**src/hdl/axi_lite_mem_config.svh**
```systemverilog
// AXI-Lite memory configuration
`ifndef AXI_LITE_MEM_CONFIG_SVH
`define AXI_LITE_MEM_CONFIG_SVH

// bus geometry
`define AXI_ADDR_W 32
`define AXI_DATA_W 32

// memory depth in data words
`define MEM_WORDS 256
// bits of a word index into the memory
`define MEM_IDX_W 8

// address bit that steers a request to the configuration block
`define CFG_SEL_BIT 12

// width of the response wait-state count
`define WAIT_W 4

// configuration reset values
`define CFG_WAIT_RESET 2
// protect base at the top of memory, nothing protected
`define CFG_PROT_RESET `MEM_WORDS

`endif
```
**src/hdl/axi_lite_mem_pkg.sv**
```systemverilog
// AXI-Lite memory types
`include "axi_lite_mem_config.svh"

package axi_lite_mem_pkg;

  // basic payload types
  typedef logic [`AXI_ADDR_W-1:0]   addr_t;
  typedef logic [`AXI_DATA_W-1:0]   data_t;
  typedef logic [`AXI_DATA_W/8-1:0] strb_t;

  // response encoding as on the bus
  typedef enum logic [1:0] {
    RESP_OKAY   = 2'b00,
    RESP_EXOKAY = 2'b01,
    RESP_SLVERR = 2'b10,
    RESP_DECERR = 2'b11
  } axi_resp_e;

  // burst encoding, only fixed is produced here
  typedef enum logic [1:0] {
    BURST_FIXED = 2'b00,
    BURST_INCR  = 2'b01,
    BURST_WRAP  = 2'b10
  } axi_burst_e;

  // AXI4-Lite channels
  typedef struct packed {
    addr_t       addr;
    logic [2:0]  prot;
  } lite_ax_t;

  typedef struct packed {
    data_t data;
    strb_t strb;
  } lite_w_t;

  typedef struct packed {
    axi_resp_e resp;
  } lite_b_t;

  typedef struct packed {
    data_t     data;
    axi_resp_e resp;
  } lite_r_t;

  typedef struct packed {
    lite_ax_t aw;
    logic     aw_valid;
    lite_w_t  w;
    logic     w_valid;
    logic     b_ready;
    lite_ax_t ar;
    logic     ar_valid;
    logic     r_ready;
  } lite_req_t;

  typedef struct packed {
    logic    aw_ready;
    logic    w_ready;
    lite_b_t b;
    logic    b_valid;
    logic    ar_ready;
    lite_r_t r;
    logic    r_valid;
  } lite_resp_t;

  // AXI4 channels, reduced to single-beat fields
  typedef struct packed {
    logic [3:0] id;
    addr_t      addr;
    logic [7:0] len;
    logic [2:0] size;
    axi_burst_e burst;
    logic       lock;
    logic [3:0] cache;
    logic [2:0] prot;
  } axi_ax_t;

  typedef struct packed {
    data_t data;
    strb_t strb;
    logic  last;
  } axi_w_t;

  typedef struct packed {
    logic [3:0] id;
    axi_resp_e  resp;
  } axi_b_t;

  typedef struct packed {
    logic [3:0] id;
    data_t      data;
    axi_resp_e  resp;
    logic       last;
  } axi_r_t;

  typedef struct packed {
    axi_ax_t aw;
    logic    aw_valid;
    axi_w_t  w;
    logic    w_valid;
    logic    b_ready;
    axi_ax_t ar;
    logic    ar_valid;
    logic    r_ready;
  } axi_req_t;

  typedef struct packed {
    logic    aw_ready;
    logic    w_ready;
    axi_b_t  b;
    logic    b_valid;
    logic    ar_ready;
    axi_r_t  r;
    logic    r_valid;
  } axi_resp_t;

  // memory controller FSM
  typedef enum logic [1:0] {
    ST_IDLE = 2'b00,
    ST_WAIT = 2'b01,
    ST_RESP = 2'b10
  } mem_state_e;

  // settings handed from the config block to the controller
  typedef struct packed {
    logic [`WAIT_W-1:0]  wait_states;
    // one bit above the index so the full depth fits
    logic [`MEM_IDX_W:0] protect_base;
  } cfg_t;

endpackage

```
**src/hdl/axi_mem_cfg.sv**
```systemverilog
// AXI4 configuration register block
`timescale 1ns/100ps
`include "axi_lite_mem_config.svh"

module axi_mem_cfg (
  input  logic                        clk_i,
  input  logic                        arst_n_i,
  input  axi_lite_mem_pkg::axi_req_t  req_i,
  output axi_lite_mem_pkg::axi_resp_t resp_o,
  output axi_lite_mem_pkg::cfg_t      cfg_o,
  // completed memory write
  input  logic                        wr_done_i
);
  import axi_lite_mem_pkg::*;

  // register offsets inside the block
  typedef enum logic [11:0] {
    REG_WAIT = 12'h000,
    REG_PROT = 12'h004,
    REG_WCNT = 12'h008
  } cfg_reg_e;

  logic [`WAIT_W-1:0]  wait_q;
  logic [`MEM_IDX_W:0] prot_q;
  data_t               wcnt_q;
  logic                b_valid_q, r_valid_q;
  axi_resp_e           bresp_q, rresp_q;
  data_t               rdata_q;
  logic [3:0]          bid_q, rid_q;

  logic      idle, wr_go, rd_go;
  logic      wr_wait, wr_prot;
  axi_resp_e rd_resp;
  data_t     rd_data;

  assign idle  = ~b_valid_q & ~r_valid_q;
  assign wr_go = idle & req_i.aw_valid & req_i.w_valid;
  assign rd_go = idle & req_i.ar_valid & ~wr_go;

  // only the two settings are writable
  assign wr_wait = req_i.aw.addr[11:0] == REG_WAIT;
  assign wr_prot = req_i.aw.addr[11:0] == REG_PROT;

  // read mux, unknown offsets give zero with an error
  always_comb begin
    rd_resp = RESP_OKAY;
    case (req_i.ar.addr[11:0])
      REG_WAIT: rd_data = data_t'(wait_q);
      REG_PROT: rd_data = data_t'(prot_q);
      REG_WCNT: rd_data = wcnt_q;
      default: begin
        rd_data = '0;
        rd_resp = RESP_SLVERR;
      end
    endcase
  end

  always_comb begin
    resp_o          = '0;
    resp_o.aw_ready = wr_go;
    resp_o.w_ready  = wr_go;
    resp_o.ar_ready = rd_go;
    resp_o.b        = '{id: bid_q, resp: bresp_q};
    resp_o.b_valid  = b_valid_q;
    resp_o.r        = '{id: rid_q, data: rdata_q, resp: rresp_q, last: 1'b1};
    resp_o.r_valid  = r_valid_q;
  end

  assign cfg_o = '{wait_states: wait_q, protect_base: prot_q};

  // settings, counter and response valids
  always_ff @(posedge clk_i or negedge arst_n_i) begin
    if (!arst_n_i) begin
      wait_q    <= `WAIT_W'(`CFG_WAIT_RESET);
      prot_q    <= (`MEM_IDX_W+1)'(`CFG_PROT_RESET);
      wcnt_q    <= '0;
      b_valid_q <= 1'b0;
      r_valid_q <= 1'b0;
    end else begin
      if (wr_go && wr_wait) begin
        wait_q <= req_i.w.data[`WAIT_W-1:0];
      end
      if (wr_go && wr_prot) begin
        prot_q <= req_i.w.data[`MEM_IDX_W:0];
      end
      // counts memory writes only, never its own
      if (wr_done_i) begin
        wcnt_q <= wcnt_q + 1'b1;
      end
      // response one cycle after acceptance, held under back-pressure
      if (wr_go) begin
        b_valid_q <= 1'b1;
      end else if (req_i.b_ready) begin
        b_valid_q <= 1'b0;
      end
      if (rd_go) begin
        r_valid_q <= 1'b1;
      end else if (req_i.r_ready) begin
        r_valid_q <= 1'b0;
      end
    end
  end

  // response payload captured at acceptance
  always_ff @(posedge clk_i) begin
    if (wr_go) begin
      bid_q   <= req_i.aw.id;
      bresp_q <= (wr_wait || wr_prot) ? RESP_OKAY : RESP_SLVERR;
    end
    if (rd_go) begin
      rid_q   <= req_i.ar.id;
      rresp_q <= rd_resp;
      rdata_q <= rd_data;
    end
  end

endmodule

```
**config.mk**
```make
export PLATFORM = sky130hd
export DESIGN_NAME = axi_mem_cfg
export DESIGN_NICKNAME = d
export VERILOG_FILES = /design/src/hdl/axi_lite_mem_pkg.sv /design/src/hdl/axi_mem_cfg.sv
export VERILOG_INCLUDE_DIRS = /design/src /design/src/hdl
export SDC_FILE = /design/constraint.sdc
export NUM_CORES = 1
export LEC_CHECK = 0
export BUFFER_PORTS_ARGS = -buffer_cell sky130_fd_sc_hd__buf_2
export CAP_MARGIN = 20
export CORE_UTILIZATION = 47
export DETAILED_ROUTE_END_ITERATION = 16
export HOLD_SLACK_MARGIN = 0.05
export PLACE_DENSITY_LB_ADDON = 0.1
export SYNTH_ARGS = -nofsm -noshare
export SYNTH_HDL_FRONTEND = slang
export SYNTH_SLANG_ARGS = --single-unit
```
**constraint.sdc**
```tcl
create_clock -name clk_i -period 4.02 [get_ports clk_i]
set_input_delay 0.402 -clock clk_i [delete_from_list [all_inputs] [get_ports clk_i]]
set_output_delay 0.402 -clock clk_i [all_outputs]
set_load 0.01 [all_outputs]
```
==> impl_metrics.tcl <==
set metrics [dict create \
    status "completed" \
    finalClockSkew_ns 0.0126 \
    maxCapViolCount 0 \
    final_cell_mix "108 x buf_2, 45 x dfrtp_1, 42 x edfxtp_1" \
    dieArea_um2 8440 \
    via_per_inst 5.06 \
    syn_inst 269 \
    dr.pass1.iters 4 \
    cts_max_level 3 \
    cts_inserted_buffers 9 \
    synth_top_family_by_area "simple AND/OR/NAND/NOR gates" \
    synth_fa_ha_area_share_pct 0.330 \
    critical_path_class "register to output port" \
    vdd_drop_max_v 0.000219 \
    synth_xor_area_share_pct 7.15 \
    die_h_um 91.9 \
    hpwl_mm 5.88 \
    seqPwrFrac_pct 55.1 \
    io_pins 222 \
    clk_latency_ns 0.36 \
    rsz0062_at_grt "no" \
    p_sw_uw 525 \
    cts_buffer_depth 2 \
    min_path_type "input pin to register" \
    finalHoldViolations 0 \
    finalMaxSlewViolations 0 \
    synthDistinctLibCells 36 \
    synth_seq_cells 89 \
    final.period_utilization_pct 53.9 \
    final_common_cell "buf_2" \
    end_kind "output port" \
    setup_violations 0 \
    grt_start_max_net_pins 48 \
    die_w_um 91.9 \
    ant_nets 0 \
    synth_compound_area_share_pct 2.57 \
    critPathRequiredTime_ns 3.62 \
    vias 2459 \
    wl_per_cell_um 16.7 \
    crit_arrival_ns 1.76 \
    grt_usage_pct 20.7 \
    antenna_found_initial 0 \
    post_cts_resized 0 \
    max_stage_delay_ns 0.61 \
    cts_sinks 89 \
    p_int_uw 1510 \
    switching_share_pct 25.9 \
    crit_path_cell_trace "nor2_1 > and3_2 > buf_2" \
    syn_area_um2 3800 \
    synthToLayoutAreaGrowth_pct 22.0 \
    final_layout_size_suffix_gt1_share_pct 40.9 \
    critPathMaxFanout 26 \
    fmax_mhz 462 \
    cts_root_buffer "clkbuf_8" \
    clk_pin_slew_ns 0.08 \
    drt_iter0_markers 100 \
    cts_tree "done" \
    clkPwrFrac_pct 33.1 \
    power_density_nw_per_um2 438 \
    ys_async_sr_fraction_pct 52.8 \
    yosysWarnings 0 \
    synth.area.mux_share_pct 5.34 \
    period_needed_ns 2.17 \
    grt_pass1_vias 2452 \
    place.gp.congestion 0.776 \
    grt_pass1_wl_mm 13.0 \
    cpMaxStageDelayCell "and3_2" \
    syn_avg_cell_area_um2 14.1 \
    io_buffer_count 108 \
    yosysSeqAreaShare_pct 64.3 \
    overflow 0 \
    combPwrFrac_pct 11.8 \
    max-slew-margin-rel_pct 52.1 \
    synth_simple_gate_area_share_pct 16.9 \
    drc_errors 0 \
    rows 32 \
    synth_edf_count 42 \
    antenna_cells 0 \
    final.setup.tns_ns 0 \
    worst_pin_slew_ns 0.715 \
    core-area_um2 7770 \
    total_power_uw 2030 \
    final_nets 539 \
    p_leak_uw 0.00220 \
    synth-main-ff-cell "dfrtp_1" \
    start_util_pct 48.9 \
    wl_mm 8.09 \
    cp-start-kind "register" \
]
==> cell type report <==
class | instances | area (um2)
clock inverters | 7 | 93.8
clock buffers | 9 | 124
multi-input cells | 161 | 1240
fillers | 657 | 3130
inverters | 6 | 22.5
repair buffers | 112 | 586
well taps | 102 | 128
flip-flops and latches | 89 | 2440
==> state kept, by name (all words and copies together), names as in the netlist <==
signal / flops
wcnt_q: 32
rresp_q: 1
rid_q: 4
bid_q: 4
rdata_q: 32
bresp_q: 1
r_valid_q: 1
wait_q: 4
b_valid_q: 1
prot_q: 9
==> synth_stat cells (all sizes together) (2+ instances only) <==
library cell   n  area, um2
a32o           5       50.1
dfstp          2       52.6
or4            2       22.5
and2          24        150
xor2          20        175
and4           6       52.6
nand3          8       40.0
nor3b          2       20.0
dfrtp         45       1130
a22o           4       35.0
nand2         14       52.6
mux2          18        203
xnor2         11       96.3
nor2           9       41.3
nand4          7       88.8
buf           11       87.6
conb           2       7.51
clkbuf         3       11.3
nor3           8       40.0
nor4          10       83.8
and3           4       25.0
inv            6       22.5
edfxtp        42       1260
==> worst max-delay path: cells and delay by family, from the launching register on <==
family / cells / cell delay, ns
AND/OR/NAND/NOR: 2 / 0.76
flip-flops: 1 / 0.40
buffers and inverters: 1 / 0.24
==> per-layer routing <==
metal | global-route usage [%] | wire, um | vias up
met1 | 24.7 | 3300 | 1206
met3 | 4.23 | 299 | 15
met2 | 35.7 | 4240 | 57
li1 | - | - | 1181
met4 | 10.2 | 252 | 0
met5 | 0 | 0 | -
==> power groups by stage <==
stage                     registers (uW)  logic (uW)  clock network [uW]
after global placement              1140         235                   0
after CTS                           1120         243                 685
after global routing                1130         266                 728
after detailed placement            1140         242                   0
final                               1120         240                 672
after floorplan                     1150         111                   0
==> what timing repair did <==
item | 4_1_cts | 5_1_grt
endpoints found under the hold margin | 0 | 13
setup buffers | 0 | 0
hold buffers | 0 | 1
==> cells by family after synthesis <==
family,after synthesis
buf+inv,20
simple gates,97
fa+ha+maj,1
mux,18
other cells,2
flops,89
xor+xnor,31
compound gates,11
==> path summary, 6_finish.rpt <==
check                        endpoint  startpoint  cells after the start  slack (ns)
setup / recovery           resp_o[40]   r_valid_q                      3        1.85
hold / removal               bid_q[0]  req_i[152]                      1        0.22
setup reg to reg           wcnt_q[30]   wcnt_q[0]                      5        2.18
hold reg to reg            wcnt_q[31]  wcnt_q[31]                      1        0.47
max in group asynchronous   wait_q[1]    arst_n_i                      3        2.97
min in group asynchronous  wcnt_q[31]    arst_n_i                      2        0.48
==> through the flow <==
step           std cells  cell area, um2  utilization [%]  hold slack (ns)  worst slack, ns
3_3_place_gp         468            4390             56.5            0.453             2.07
5_1_grt              486            4630             59.6            0.205             1.73
6_report             486            4630             59.6            0.219             1.85
2_1_floorplan        270            3800                -            0.106             1.86
4_1_cts              484            4600             59.3            0.206             1.83
3_5_place_dp         468            4390             56.5            0.459             2.04
Power figures use the tool's default switching activity.
