[config.mk]
export PLATFORM = sky130hd
export DESIGN_NAME = axi_addr_decode
export DESIGN_NICKNAME = d
export VERILOG_FILES = /design/src/hdl/axi_lite_mem_pkg.sv /design/src/hdl/axi_addr_decode.sv
export VERILOG_INCLUDE_DIRS = /design/src /design/src/hdl
export SDC_FILE = /design/constraint.sdc
export NUM_CORES = 1
export LEC_CHECK = 0
export ABC_AREA = 0
export BUFFER_PORTS_ARGS = -buffer_cell sky130_fd_sc_hd__buf_4
export CORE_AREA = 2 2 243 245
export DETAILED_ROUTE_END_ITERATION = 8
export DIE_AREA = 0 0 245 247
export GPL_ROUTABILITY_DRIVEN = 0
export PLACE_DENSITY_LB_ADDON = 0.15
export SYNTH_ARGS = -nofsm -noshare
export SYNTH_HDL_FRONTEND = slang
export SYNTH_SLANG_ARGS = --single-unit
[constraint.sdc]
create_clock -name clk_i -period 1.8 [get_ports clk_i]
set_clock_uncertainty 0.1 [all_clocks]
set_input_delay 0.36 -clock clk_i [delete_from_list [all_inputs] [get_ports clk_i]]
set_output_delay 0.36 -clock clk_i [all_outputs]
set_load 0.005 [all_outputs]
[src/hdl/axi_lite_mem_config.svh]
// AXI-Lite memory configuration
`ifndef AXI_LITE_MEM_CONFIG_SVH
`define AXI_LITE_MEM_CONFIG_SVH

// bus geometry
`define AXI_ADDR_W 32
`define AXI_DATA_W 32

// memory depth in data words
`define MEM_WORDS 256
// bits of a word index into the memory
`define MEM_IDX_W 8

// address bit that steers a request to the configuration block
`define CFG_SEL_BIT 12

// width of the response wait-state count
`define WAIT_W 4

// configuration reset values
`define CFG_WAIT_RESET 2
// protect base at the top of memory, nothing protected
`define CFG_PROT_RESET `MEM_WORDS

`endif
[src/hdl/axi_lite_mem_pkg.sv]
// AXI-Lite memory types
`include "axi_lite_mem_config.svh"

package axi_lite_mem_pkg;

  // basic payload types
  typedef logic [`AXI_ADDR_W-1:0]   addr_t;
  typedef logic [`AXI_DATA_W-1:0]   data_t;
  typedef logic [`AXI_DATA_W/8-1:0] strb_t;

  // response encoding as on the bus
  typedef enum logic [1:0] {
    RESP_OKAY   = 2'b00,
    RESP_EXOKAY = 2'b01,
    RESP_SLVERR = 2'b10,
    RESP_DECERR = 2'b11
  } axi_resp_e;

  // burst encoding, only fixed is produced here
  typedef enum logic [1:0] {
    BURST_FIXED = 2'b00,
    BURST_INCR  = 2'b01,
    BURST_WRAP  = 2'b10
  } axi_burst_e;

  // AXI4-Lite channels
  typedef struct packed {
    addr_t       addr;
    logic [2:0]  prot;
  } lite_ax_t;

  typedef struct packed {
    data_t data;
    strb_t strb;
  } lite_w_t;

  typedef struct packed {
    axi_resp_e resp;
  } lite_b_t;

  typedef struct packed {
    data_t     data;
    axi_resp_e resp;
  } lite_r_t;

  typedef struct packed {
    lite_ax_t aw;
    logic     aw_valid;
    lite_w_t  w;
    logic     w_valid;
    logic     b_ready;
    lite_ax_t ar;
    logic     ar_valid;
    logic     r_ready;
  } lite_req_t;

  typedef struct packed {
    logic    aw_ready;
    logic    w_ready;
    lite_b_t b;
    logic    b_valid;
    logic    ar_ready;
    lite_r_t r;
    logic    r_valid;
  } lite_resp_t;

  // AXI4 channels, reduced to single-beat fields
  typedef struct packed {
    logic [3:0] id;
    addr_t      addr;
    logic [7:0] len;
    logic [2:0] size;
    axi_burst_e burst;
    logic       lock;
    logic [3:0] cache;
    logic [2:0] prot;
  } axi_ax_t;

  typedef struct packed {
    data_t data;
    strb_t strb;
    logic  last;
  } axi_w_t;

  typedef struct packed {
    logic [3:0] id;
    axi_resp_e  resp;
  } axi_b_t;

  typedef struct packed {
    logic [3:0] id;
    data_t      data;
    axi_resp_e  resp;
    logic       last;
  } axi_r_t;

  typedef struct packed {
    axi_ax_t aw;
    logic    aw_valid;
    axi_w_t  w;
    logic    w_valid;
    logic    b_ready;
    axi_ax_t ar;
    logic    ar_valid;
    logic    r_ready;
  } axi_req_t;

  typedef struct packed {
    logic    aw_ready;
    logic    w_ready;
    axi_b_t  b;
    logic    b_valid;
    logic    ar_ready;
    axi_r_t  r;
    logic    r_valid;
  } axi_resp_t;

  // memory controller FSM
  typedef enum logic [1:0] {
    ST_IDLE = 2'b00,
    ST_WAIT = 2'b01,
    ST_RESP = 2'b10
  } mem_state_e;

  // settings handed from the config block to the controller
  typedef struct packed {
    logic [`WAIT_W-1:0]  wait_states;
    // one bit above the index so the full depth fits
    logic [`MEM_IDX_W:0] protect_base;
  } cfg_t;

endpackage

[src/hdl/axi_addr_decode.sv]
// AXI4 two-target address decoder
`timescale 1ns/100ps
`include "axi_lite_mem_config.svh"

module axi_addr_decode (
  input  logic                        clk_i,
  input  logic                        arst_n_i,
  // upstream master
  input  axi_lite_mem_pkg::axi_req_t  slv_req_i,
  output axi_lite_mem_pkg::axi_resp_t slv_resp_o,
  // memory controller target
  output axi_lite_mem_pkg::axi_req_t  mem_req_o,
  input  axi_lite_mem_pkg::axi_resp_t mem_resp_i,
  // configuration block target
  output axi_lite_mem_pkg::axi_req_t  cfg_req_o,
  input  axi_lite_mem_pkg::axi_resp_t cfg_resp_i
);
  import axi_lite_mem_pkg::*;

  // owner flags per direction, sel high means the config block
  logic w_busy_q, w_sel_q;
  logic r_busy_q, r_sel_q;

  // target chosen by the pending address
  logic aw_sel, ar_sel;

  // upstream handshakes that open or close ownership
  logic aw_hs, b_hs, ar_hs, r_hs;

  assign aw_sel = slv_req_i.aw.addr[`CFG_SEL_BIT];
  assign ar_sel = slv_req_i.ar.addr[`CFG_SEL_BIT];

  // payload goes to both targets, only the valids are steered
  always_comb begin
    mem_req_o = slv_req_i;
    cfg_req_o = slv_req_i;
    // new requests held off while the direction is owned
    mem_req_o.aw_valid = slv_req_i.aw_valid & ~w_busy_q & ~aw_sel;
    mem_req_o.w_valid  = slv_req_i.w_valid  & ~w_busy_q & ~aw_sel;
    cfg_req_o.aw_valid = slv_req_i.aw_valid & ~w_busy_q &  aw_sel;
    cfg_req_o.w_valid  = slv_req_i.w_valid  & ~w_busy_q &  aw_sel;
    mem_req_o.ar_valid = slv_req_i.ar_valid & ~r_busy_q & ~ar_sel;
    cfg_req_o.ar_valid = slv_req_i.ar_valid & ~r_busy_q &  ar_sel;
    // response readies only reach the owner
    mem_req_o.b_ready  = slv_req_i.b_ready & w_busy_q & ~w_sel_q;
    cfg_req_o.b_ready  = slv_req_i.b_ready & w_busy_q &  w_sel_q;
    mem_req_o.r_ready  = slv_req_i.r_ready & r_busy_q & ~r_sel_q;
    cfg_req_o.r_ready  = slv_req_i.r_ready & r_busy_q &  r_sel_q;
  end

  // readies from the addressed target, responses from the owner
  always_comb begin
    slv_resp_o          = '0;
    slv_resp_o.aw_ready = ~w_busy_q & (aw_sel ? cfg_resp_i.aw_ready : mem_resp_i.aw_ready);
    slv_resp_o.w_ready  = ~w_busy_q & (aw_sel ? cfg_resp_i.w_ready  : mem_resp_i.w_ready);
    slv_resp_o.ar_ready = ~r_busy_q & (ar_sel ? cfg_resp_i.ar_ready : mem_resp_i.ar_ready);
    slv_resp_o.b        = w_sel_q ? cfg_resp_i.b : mem_resp_i.b;
    slv_resp_o.b_valid  = w_busy_q & (w_sel_q ? cfg_resp_i.b_valid : mem_resp_i.b_valid);
    slv_resp_o.r        = r_sel_q ? cfg_resp_i.r : mem_resp_i.r;
    slv_resp_o.r_valid  = r_busy_q & (r_sel_q ? cfg_resp_i.r_valid : mem_resp_i.r_valid);
  end

  assign aw_hs = slv_req_i.aw_valid & slv_resp_o.aw_ready;
  assign b_hs  = slv_resp_o.b_valid & slv_req_i.b_ready;
  assign ar_hs = slv_req_i.ar_valid & slv_resp_o.ar_ready;
  assign r_hs  = slv_resp_o.r_valid & slv_req_i.r_ready;

  // ownership taken at acceptance, dropped after the response beat
  always_ff @(posedge clk_i or negedge arst_n_i) begin
    if (!arst_n_i) begin
      w_busy_q <= 1'b0;
      w_sel_q  <= 1'b0;
      r_busy_q <= 1'b0;
      r_sel_q  <= 1'b0;
    end else begin
      if (aw_hs) begin
        w_busy_q <= 1'b1;
        w_sel_q  <= aw_sel;
      end else if (b_hs) begin
        w_busy_q <= 1'b0;
      end
      if (ar_hs) begin
        r_busy_q <= 1'b1;
        r_sel_q  <= ar_sel;
      end else if (r_hs) begin
        r_busy_q <= 1'b0;
      end
    end
  end

endmodule

==> results.md, run 1 <==
- Synth cell types: 18
- Initial core utilization: under 10%
- Yosys warning count: 0
- HP Start: slv_req_i[1]
- Fin crit share: 103%
- Clock slew at reported path FFs: approximately 40 ps
- Post-route cell area: between 3000 and 4000 µm²
- DRT Pass-1 Iters: 4
- Pins over their slew limit: 0
- Hold Path Class: in2reg
- R2R cell count: 6
- Worst-Skew Late Latency: roughly 230 ps
- CP Launch Type: flip-flop
- CP required: ~1300 ps
- Antenna violations before repair: 0
- Mapped Cells: between 300 and 400
- Max-cap violations: 0
- Area contributors post-synth: buf_4 (68%), mux2_4 (16%), mux2_2 (3.0%)
- Storage cell area: 104 µm²
- VDD IR max: around 0.00021 V
- I/O Buffers: between 150 and 200
- Total global-route track usage: around 3.1%
- 1st-iter DRT viols: 28
- Avg WL per Cell: roughly 10 µm
- Worst reg2reg endpoint: r_busy_q
- DRC Markers: 0
- Unrepaired setup endpoints after global routing: true
- Failing checks: negative setup slack
- Synth Area per Inst: ~8.4 µm²
- Mapped Nets: ~650
- CP Max Fanout: 5
- Multi-input gate area: about 880 µm²
- Synth cell count leaders: buf_4 (303), mux2_4 (36), mux2_2 (9), nor2_1 (9)
- Final hold viol count: 0
- Share of layout cells above drive strength 1: ~87%
- Reg2reg start: r_sel_q
- Worst Hold Depth: 2
- I/O pins: 620
- Post-synth top area share: around 68%
- F_max: ~0.54 GHz
- Synth area leader: buf_4
- Post-DR vias/cell: about 1.8
- Top-count cell post-synth: buf_4
- Core area: ~58000 µm²
- First-pass GRT wire length: approximately 14 mm
- Nets@finish: between 500 and 600
- Number of fill cells: ~6900
- Die Wd: 245 µm
- Top FF cell, synth: dfrtp_1
- Chip height: 247 µm
- Final min period: 1860 ps
- Setup violators final: 40
- Status: finished with violations
- Post-Route Setup TNS: -1600 ps
- Placed Area: around 3300 µm²
- P&R area growth vs syn: 11.5%
- CTS max path bufs: 2
- Hold Path End: r_busy_q
- Yosys reg bits: 4
- Relative slew slack: between 80% and 90%
- Vias post-DR: approximately 1900
- Pwr Density: between 400 and 500 nW/µm²
- H-tree level count: 1
- Post-synth EDFFs: 0
- Routed WL: around 10 mm
- Synth async-reset ratio: 100%
- Critical path type: reg2out
- Leakage: about 1.5 nW
- Vias in the first global route: 2129
- Post-DP HPWL: just under 9 mm
- GRT overflow: 0
- Sequential fraction of the synthesis area: under 10%
- Ant diodes: 0
- Post-route ant nets: 0
- Largest net degree at the start of global routing: 12
- Final WS setup: -55.9 ps
- CP endpoint kind: output pin
- Post-Syn Area: 3320 µm²
- Rows: slightly below 90
- CTS tree: yes
- Least-Margin Pin Slew: 225 ps
- CP arrival: between 1000 and 1500 ps
- Die Area: between 60000 and 70000 µm²
- Clock Tree Root: clkbuf_16
- R2R setup slack: 350 ps
- Sink Count: 4
- CTS Buf Count: 3
[flip-flops by register name, summed over array words and instances (netlist names)]
register	count
r_busy_q	1
r_sel_q	1
w_sel_q	1
w_busy_q	1
[power by group]
part	internal, mW	total, mW	switching [mW]
sequential	0.113	0.166	0.0529
clock	0.294	0.375	0.0808
combinational	0.830	1.23	0.403
total	1.24	1.77	0.536
[routing by layer]
metal | GRT usage (%) | wire, µm | up-vias
met1 | 2.17 | 2610 | 751
met5 | 0.490 | 41 | -
met2 | 4.55 | 4470 | 345
met3 | 3.91 | 2670 | 58
met4 | 1.83 | 534 | 2
li1 | - | - | 709
[cell type report]
class                           instances  area share (%)
Clock buffer                            4            2.13
Timing Repair Buffer                  188            45.0
Inverter                                2           0.304
Sequential cell                         4            2.80
Tap cell                              773            26.1
Multi-Input combinational cell         79            23.7
[worst max-delay path by stage]
stage	from	cells after the start	to	slack, ps
floorplan	r_sel_q	3	slv_resp_o[10]	410
global placement	r_sel_q	4	slv_resp_o[0]	80
detailed placement	r_sel_q	4	slv_resp_o[0]	80
CTS	r_sel_q	5	slv_resp_o[0]	-90
global route	r_sel_q	5	slv_resp_o[0]	-110
finish	r_sel_q	4	slv_resp_o[33]	-60
[cell families (layout without fill, tap and decap cells)]
kind of cell	count (synthesis)	count (layout)	synth area share, %
mux	50	50	20.8
buf+inv	311	194	71.3
flops	4	4	3.01
simple gates	23	23	3.69
compound gates	6	6	1.20
[through the flow]
stage                     hold WS [ps]  total power, mW  setup slack, ps  utilization, %  instances
after floorplan                  -35.6             1.16              407               -        394
after global placement            92.0             1.21             84.0            5.67       1037
after detailed placement          89.4             1.19             75.4            5.67       1037
after CTS                          288             1.77            -90.3            6.25       1048
after global routing               294             1.90             -112            6.36       1050
final                              287             1.77            -55.9            6.36       1050
[layout by cell type (no fill, tap or decap), drive strengths merged, types with 3 or more instances in the layout]
cell,netlist,final
nor3b,3,3
dfrtp,4,4
and3,5,5
mux2,45,45
buf,309,186
clkbuf,0,5
mux2i,5,5
nor2,9,9
[what timing repair did]
action,4_1_cts,5_1_grt
gates resized for setup,50,8
endpoints found under the hold margin,4,0
buffers inserted,5,1
hold buffers,1,0
endpoints found under the setup margin,49,41
cloned,2,1
pin swaps,0,0
[worst max-delay path, cell delays in order, from the launching register on]
cell	delay, ps
dfrtp_2	430
buf_6	150
clkbuf_16	150
mux2_4	300
buf_6	120
Note: power is estimated with default switching activity, not from simulation.
==> run 2, diff against run 1 <==
CORE_AREA = 2 2 241 243   (was 2 2 243 245)
DIE_AREA = 0 0 243 245   (was 0 0 245 247)
SLEW_MARGIN = 0   (was not set)
clock period = 2.3 ns   (was 1.8 ns; I/O delays follow)
==> run 2 against run 1 <==
The flow now finishes without violations. Largest power group unchanged. Non-clock buffer count shrank 11. Critical endpoint is now slv_resp_o[12]. Hold slack gained 97 ps. Largest cell class unchanged. First-iteration DRC count grew 7.1%.
==> results.md, run 2 (same netlist as run 1, synthesis figures left out) <==
- Rows: 88
- Post-route cell area: roughly 3400 µm²
- Commonest cells after routing, fill and taps aside: buf_4 (173), mux2_4 (36), mux2_2 (9), nor2_1 (9)
- F_max: around 0.5 GHz
- Fin crit share: 88.7%
- Initial core utilization: 5.83%
- DRC Markers: 0
- CP arrival: 1480 ps
- CTS max path bufs: 2
- Post-DP HPWL: just under 9 mm
- Hold Path Class: in2reg
- P&R area growth vs syn: 1.39%
- Antenna violations before repair: 0
- Share of layout cells above drive strength 1: between 80 and 90%
- Die Wd: about 240 µm
- CP Launch Type: flip-flop
- Unrepaired setup endpoints after global routing: false
- Post-route ant nets: 0
- Commonest non-fill, non-tap cell in the layout: buf_4
- Pre-CTS WS: 479 ps
- Post-CTS Setup Inserts: 0
- Relative slew slack: 69.8%
- Nets@finish: 525
- Flop pwr share: approximately a tenth
- CP Max Fanout: 16
- Final min period: between 2000 and 2500 ps
- Post-Route Setup TNS: 0 ps
- Core area: 57000 µm²
- DRT Pass-1 Iters: 4
- Worst-Skew Late Latency: about 240 ps
- Placed Area: between 3000 and 4000 µm²
- I/O Buffers: 172
- Critical path type: reg2out
- Leakage: ~1.4 nW
- Setup violators final: 0
- Pwr Density: between 300 and 400 nW/µm²
- Total global-route track usage: ~3.1%
- Avg WL per Cell: 9.58 µm
- Die Area: between 50000 and 60000 µm²
- 1st-iter DRT viols: 30
- CP endpoint kind: output pin
- H-tree level count: 1
- Chip height: ~250 µm
- VDD IR max: approximately 0.00015 V
- Max-cap violations: 0
- Final hold viol count: 0
- Post-cts resize count: 0
- GRT overflow: 0
- CTS Buf Count: 3
- Number of fill cells: around 6800
- Largest net degree at the start of global routing: 17
- First-pass GRT wire length: 13.7 mm
- Post-DR vias/cell: roughly 1.7
- Clock slew at reported path FFs: around 40 ps
- Pins over their slew limit: 0
- CP required: ~1700 ps
- Status: finished clean
- Clk pwr share: 24.9%
- CTS tree: yes
- I/O pins: between 600 and 700
- Final WS setup: between 200 and 300 ps
- Post-CTS Hold Buffers: 1
- Combinational Power Share: approximately two thirds
- Switching pwr: between 300 and 400 µW
- Switching share of power: 30.9%
- Sink Count: 4
- Pint: roughly 830 µW
- Clock Tree Root: clkbuf_16
- Least-Margin Pin Slew: 454 ps
- Vias post-DR: 1794
- Vias in the first global route: ~2100
- Routed WL: around 10 mm
run 2: changes by cell type in the layout (fill, tap and decap cells not counted), sizes merged:
| cell | before | now |
|---|---|---|
| buf | 186 | 176 |
| clkbuf | 5 | 4 |
| clkinvlp | 1 | 0 |
| diode | 0 | 1 |
| inv | 1 | 2 |
run 2: per-layer routing:
layer / vias up / part of all wire (%) / GRT usage (%)
met4: 2 / 4.8 / 1.70
met2: 346 / 42 / 4.31
met5: - / 0.41 / 0.572
met3: 63 / 25 / 3.80
met1: 698 / 28 / 2.47
li1: 685 / - / -
run 2: layout make-up:
type | instances | area (µm²) | area share (%)
repair buffers | 177 | 1370 | 40.6
diodes | 1 | 2.50 | 0.0742
well taps | 765 | 957 | 28.4
inverters | 2 | 7.51 | 0.223
clock buffers | 4 | 78.8 | 2.34
flip-flops and latches | 4 | 101 | 3.01
multi-input cells | 79 | 855 | 25.4
run 2: critical path, cell delays in order, from the launching register on:
cell	delay, ps
dfrtp_2	560
buf_12	220
mux2_4	310
buf_4	140
run 2: final timing paths:
kind                              start        endpoint  slack [ps]  cells after the start
setup / recovery                r_sel_q  slv_resp_o[12]         260                      3
hold / removal             slv_req_i[1]        r_busy_q         380                      2
setup reg to reg                w_sel_q        w_busy_q         880                      3
hold reg to reg                w_busy_q        w_busy_q         560                      2
max in group asynchronous      arst_n_i         r_sel_q        1440                      2
min in group asynchronous      arst_n_i        r_busy_q         500                      2
run 2: per-stage QoR:
step           instances  utilization (%)  power (mW)  hold WS [ps]
5_1_grt             1031             5.91        1.30           397
3_3_place_gp        1026             5.75       0.939           204
4_1_cts             1031             5.91        1.25           373
6_report            1032             5.91        1.20           385
2_1_floorplan        394                -       0.906          64.4
3_5_place_dp        1026             5.75       0.926           201
run 2: power by group through the flow:
stage | Sequential [mW] | Clock [mW] | Combinational (mW)
floorplan | 0.102 | 0 | 0.804
global placement | 0.128 | 0 | 0.811
detailed placement | 0.127 | 0 | 0.800
CTS | 0.126 | 0.321 | 0.804
global route | 0.130 | 0.326 | 0.849
finish | 0.124 | 0.299 | 0.780
==> run 3, diff against run 2 <==
RECOVER_POWER = 25   (was not set)
==> run 3 against run 2 <==
Cell area fell by 0.11%. Die area did not move. Register-to-register slack barely moved. Cell count did not move. Utilization barely moved. Hold slack did not move. Sequential share of layout area barely moved. Critical path type unchanged. Highest routed layer unchanged.
==> results.md, run 3 (same netlist as run 1, synthesis figures left out) <==
- DRC Markers: 0
- Routed WL: slightly below 10 mm
- Final min period: roughly 2000 ps
- CP max stage cell: dfrtp_2
- Worst path cell trace: buf_12 -> mux2_4 -> buf_4
- 1st-iter DRT viols: 30
- Clock Tree Root: clkbuf_16
- Placed Area: approximately 3300 µm²
- Leakage: 1.35 nW
- VDD IR max: 0.000148 V
- Core area: roughly 57000 µm²
- Pwr Density: about 360 nW/µm²
- I/O pins: between 600 and 700
- Fin crit share: approximately 89%
- PnR Total Power: between 1 and 1.5 mW
- Post-DR vias/cell: 1.74
- P&R area growth vs syn: 1.28%
- Die Area: slightly below 60000 µm²
- CP Launch Type: flip-flop
- CTS max path bufs: 2
- WHS: approximately 380 ps
- Post-route ant nets: 0
- CTS tree: yes
- CP arrival: 1480 ps
- Max-cap violations: 0
- Nets@finish: 525
- Crit-path leading delay family: flip-flops
- Avg WL per Cell: between 9 and 10 µm
- CP required: around 1700 ps
- Critical path type: reg2out
- F_max: between 0.4 and 0.5 GHz
- DRT Pass-1 Iters: 4
- CTS Buf Count: 3
- Commonest cells after routing, fill and taps aside: buf_4 (172), mux2_4 (36), mux2_2 (9), nor2_1 (9)
- Pins over their slew limit: 0
- Final hold viol count: 0
- Post-CTS Setup Inserts: 0
- WP buf/inv: 2
- CP endpoint kind: output pin
- Least-Margin Pin Slew: slightly above 600 ps
- Commonest non-fill, non-tap cell in the layout: buf_4
- Worst-Skew Late Latency: between 200 and 250 ps
- I/O Buffers: 172
- Total global-route track usage: about 3.1%
- Vias post-DR: 1794
- Post-route cell area: ~3400 µm²
- Status: finished clean
- Hold Path Class: in2reg
- Die Wd: around 240 µm
- Post-DP HPWL: between 8 and 9 mm
- Clock slew at reported path FFs: 40 ps
- Vias in the first global route: ~2100
- Largest net degree at the start of global routing: 17
- Post-Route Setup TNS: 0 ps
- Chip height: around 250 µm
- GRT overflow: 0
- First-pass GRT wire length: 13.7 mm
- H-tree level count: 1
- Setup violators final: 0
- Final WS setup: between 200 and 300 ps
- CP peak stage delay: 560 ps
- CP Max Fanout: 16
- Antenna violations before repair: 0
- Unrepaired setup endpoints after global routing: false
- Pre-CTS WS: 479 ps
- Rows: 88
- Share of layout cells above drive strength 1: 84.2%
- Initial core utilization: 5.83%
- Relative slew slack: 59.8%
- Sink Count: 4
[run 3: changes by cell type in the layout (fill, tap and decap cells not counted), sizes merged]
cell	change
clkbuf	+1
buf	-1
[run 3: worst reg2reg max path: stages (launching register included)]
cell and delay [ps]:
dfrtp_1 610, mux2i_1 370, nor2b_1 110, o2bb2ai_1 160
[run 3: cell type report]
type	instances	area [µm²]
clock buffers	4	78.8
multi-input cells	79	855
diodes	1	2.50
well taps	765	957
inverters	2	7.51
fillers	6841	53700
flip-flops and latches	4	101
repair buffers	177	1370
[run 3: metrics by stage]
stage / std cells / util (%)
2_1_floorplan: 394 / -
3_5_place_dp: 1026 / 5.75
4_1_cts: 1031 / 5.91
6_report: 1032 / 5.90
5_1_grt: 1031 / 5.90
3_3_place_gp: 1026 / 5.75
[run 3: path summary, 6_finish.rpt]
check | endpoint | slack [ps] | startpoint | cells past startpoint
max in group asynchronous | r_sel_q | 1020 | arst_n_i | 2
hold reg to reg | w_busy_q | 560 | w_busy_q | 2
min in group asynchronous | r_busy_q | 660 | arst_n_i | 2
setup / recovery | slv_resp_o[12] | 260 | r_sel_q | 3
setup reg to reg | w_busy_q | 880 | w_sel_q | 3
hold / removal | r_busy_q | 380 | slv_req_i[1] | 2
[run 3: metal layers]
layer | GRT usage, % | up-vias | routed length [µm]
met2 | 4.31 | 346 | 4140
met4 | 1.70 | 2 | 478
met3 | 3.80 | 63 | 2440
li1 | - | 685 | -
met5 | 0.572 | - | 41
met1 | 2.47 | 698 | 2800
[run 3: report_power, final]
part | internal [mW] | switching (mW) | total, mW
Sequential | 0.0868 | 0.0374 | 0.124
Clock | 0.231 | 0.0686 | 0.299
Combinational | 0.513 | 0.266 | 0.779
[run 3: what timing repair did]
action / in CTS / in global routing
hold buffers: 1 / 0
resized for setup: 0 / 0
hold endpoints to repair: 4 / 0
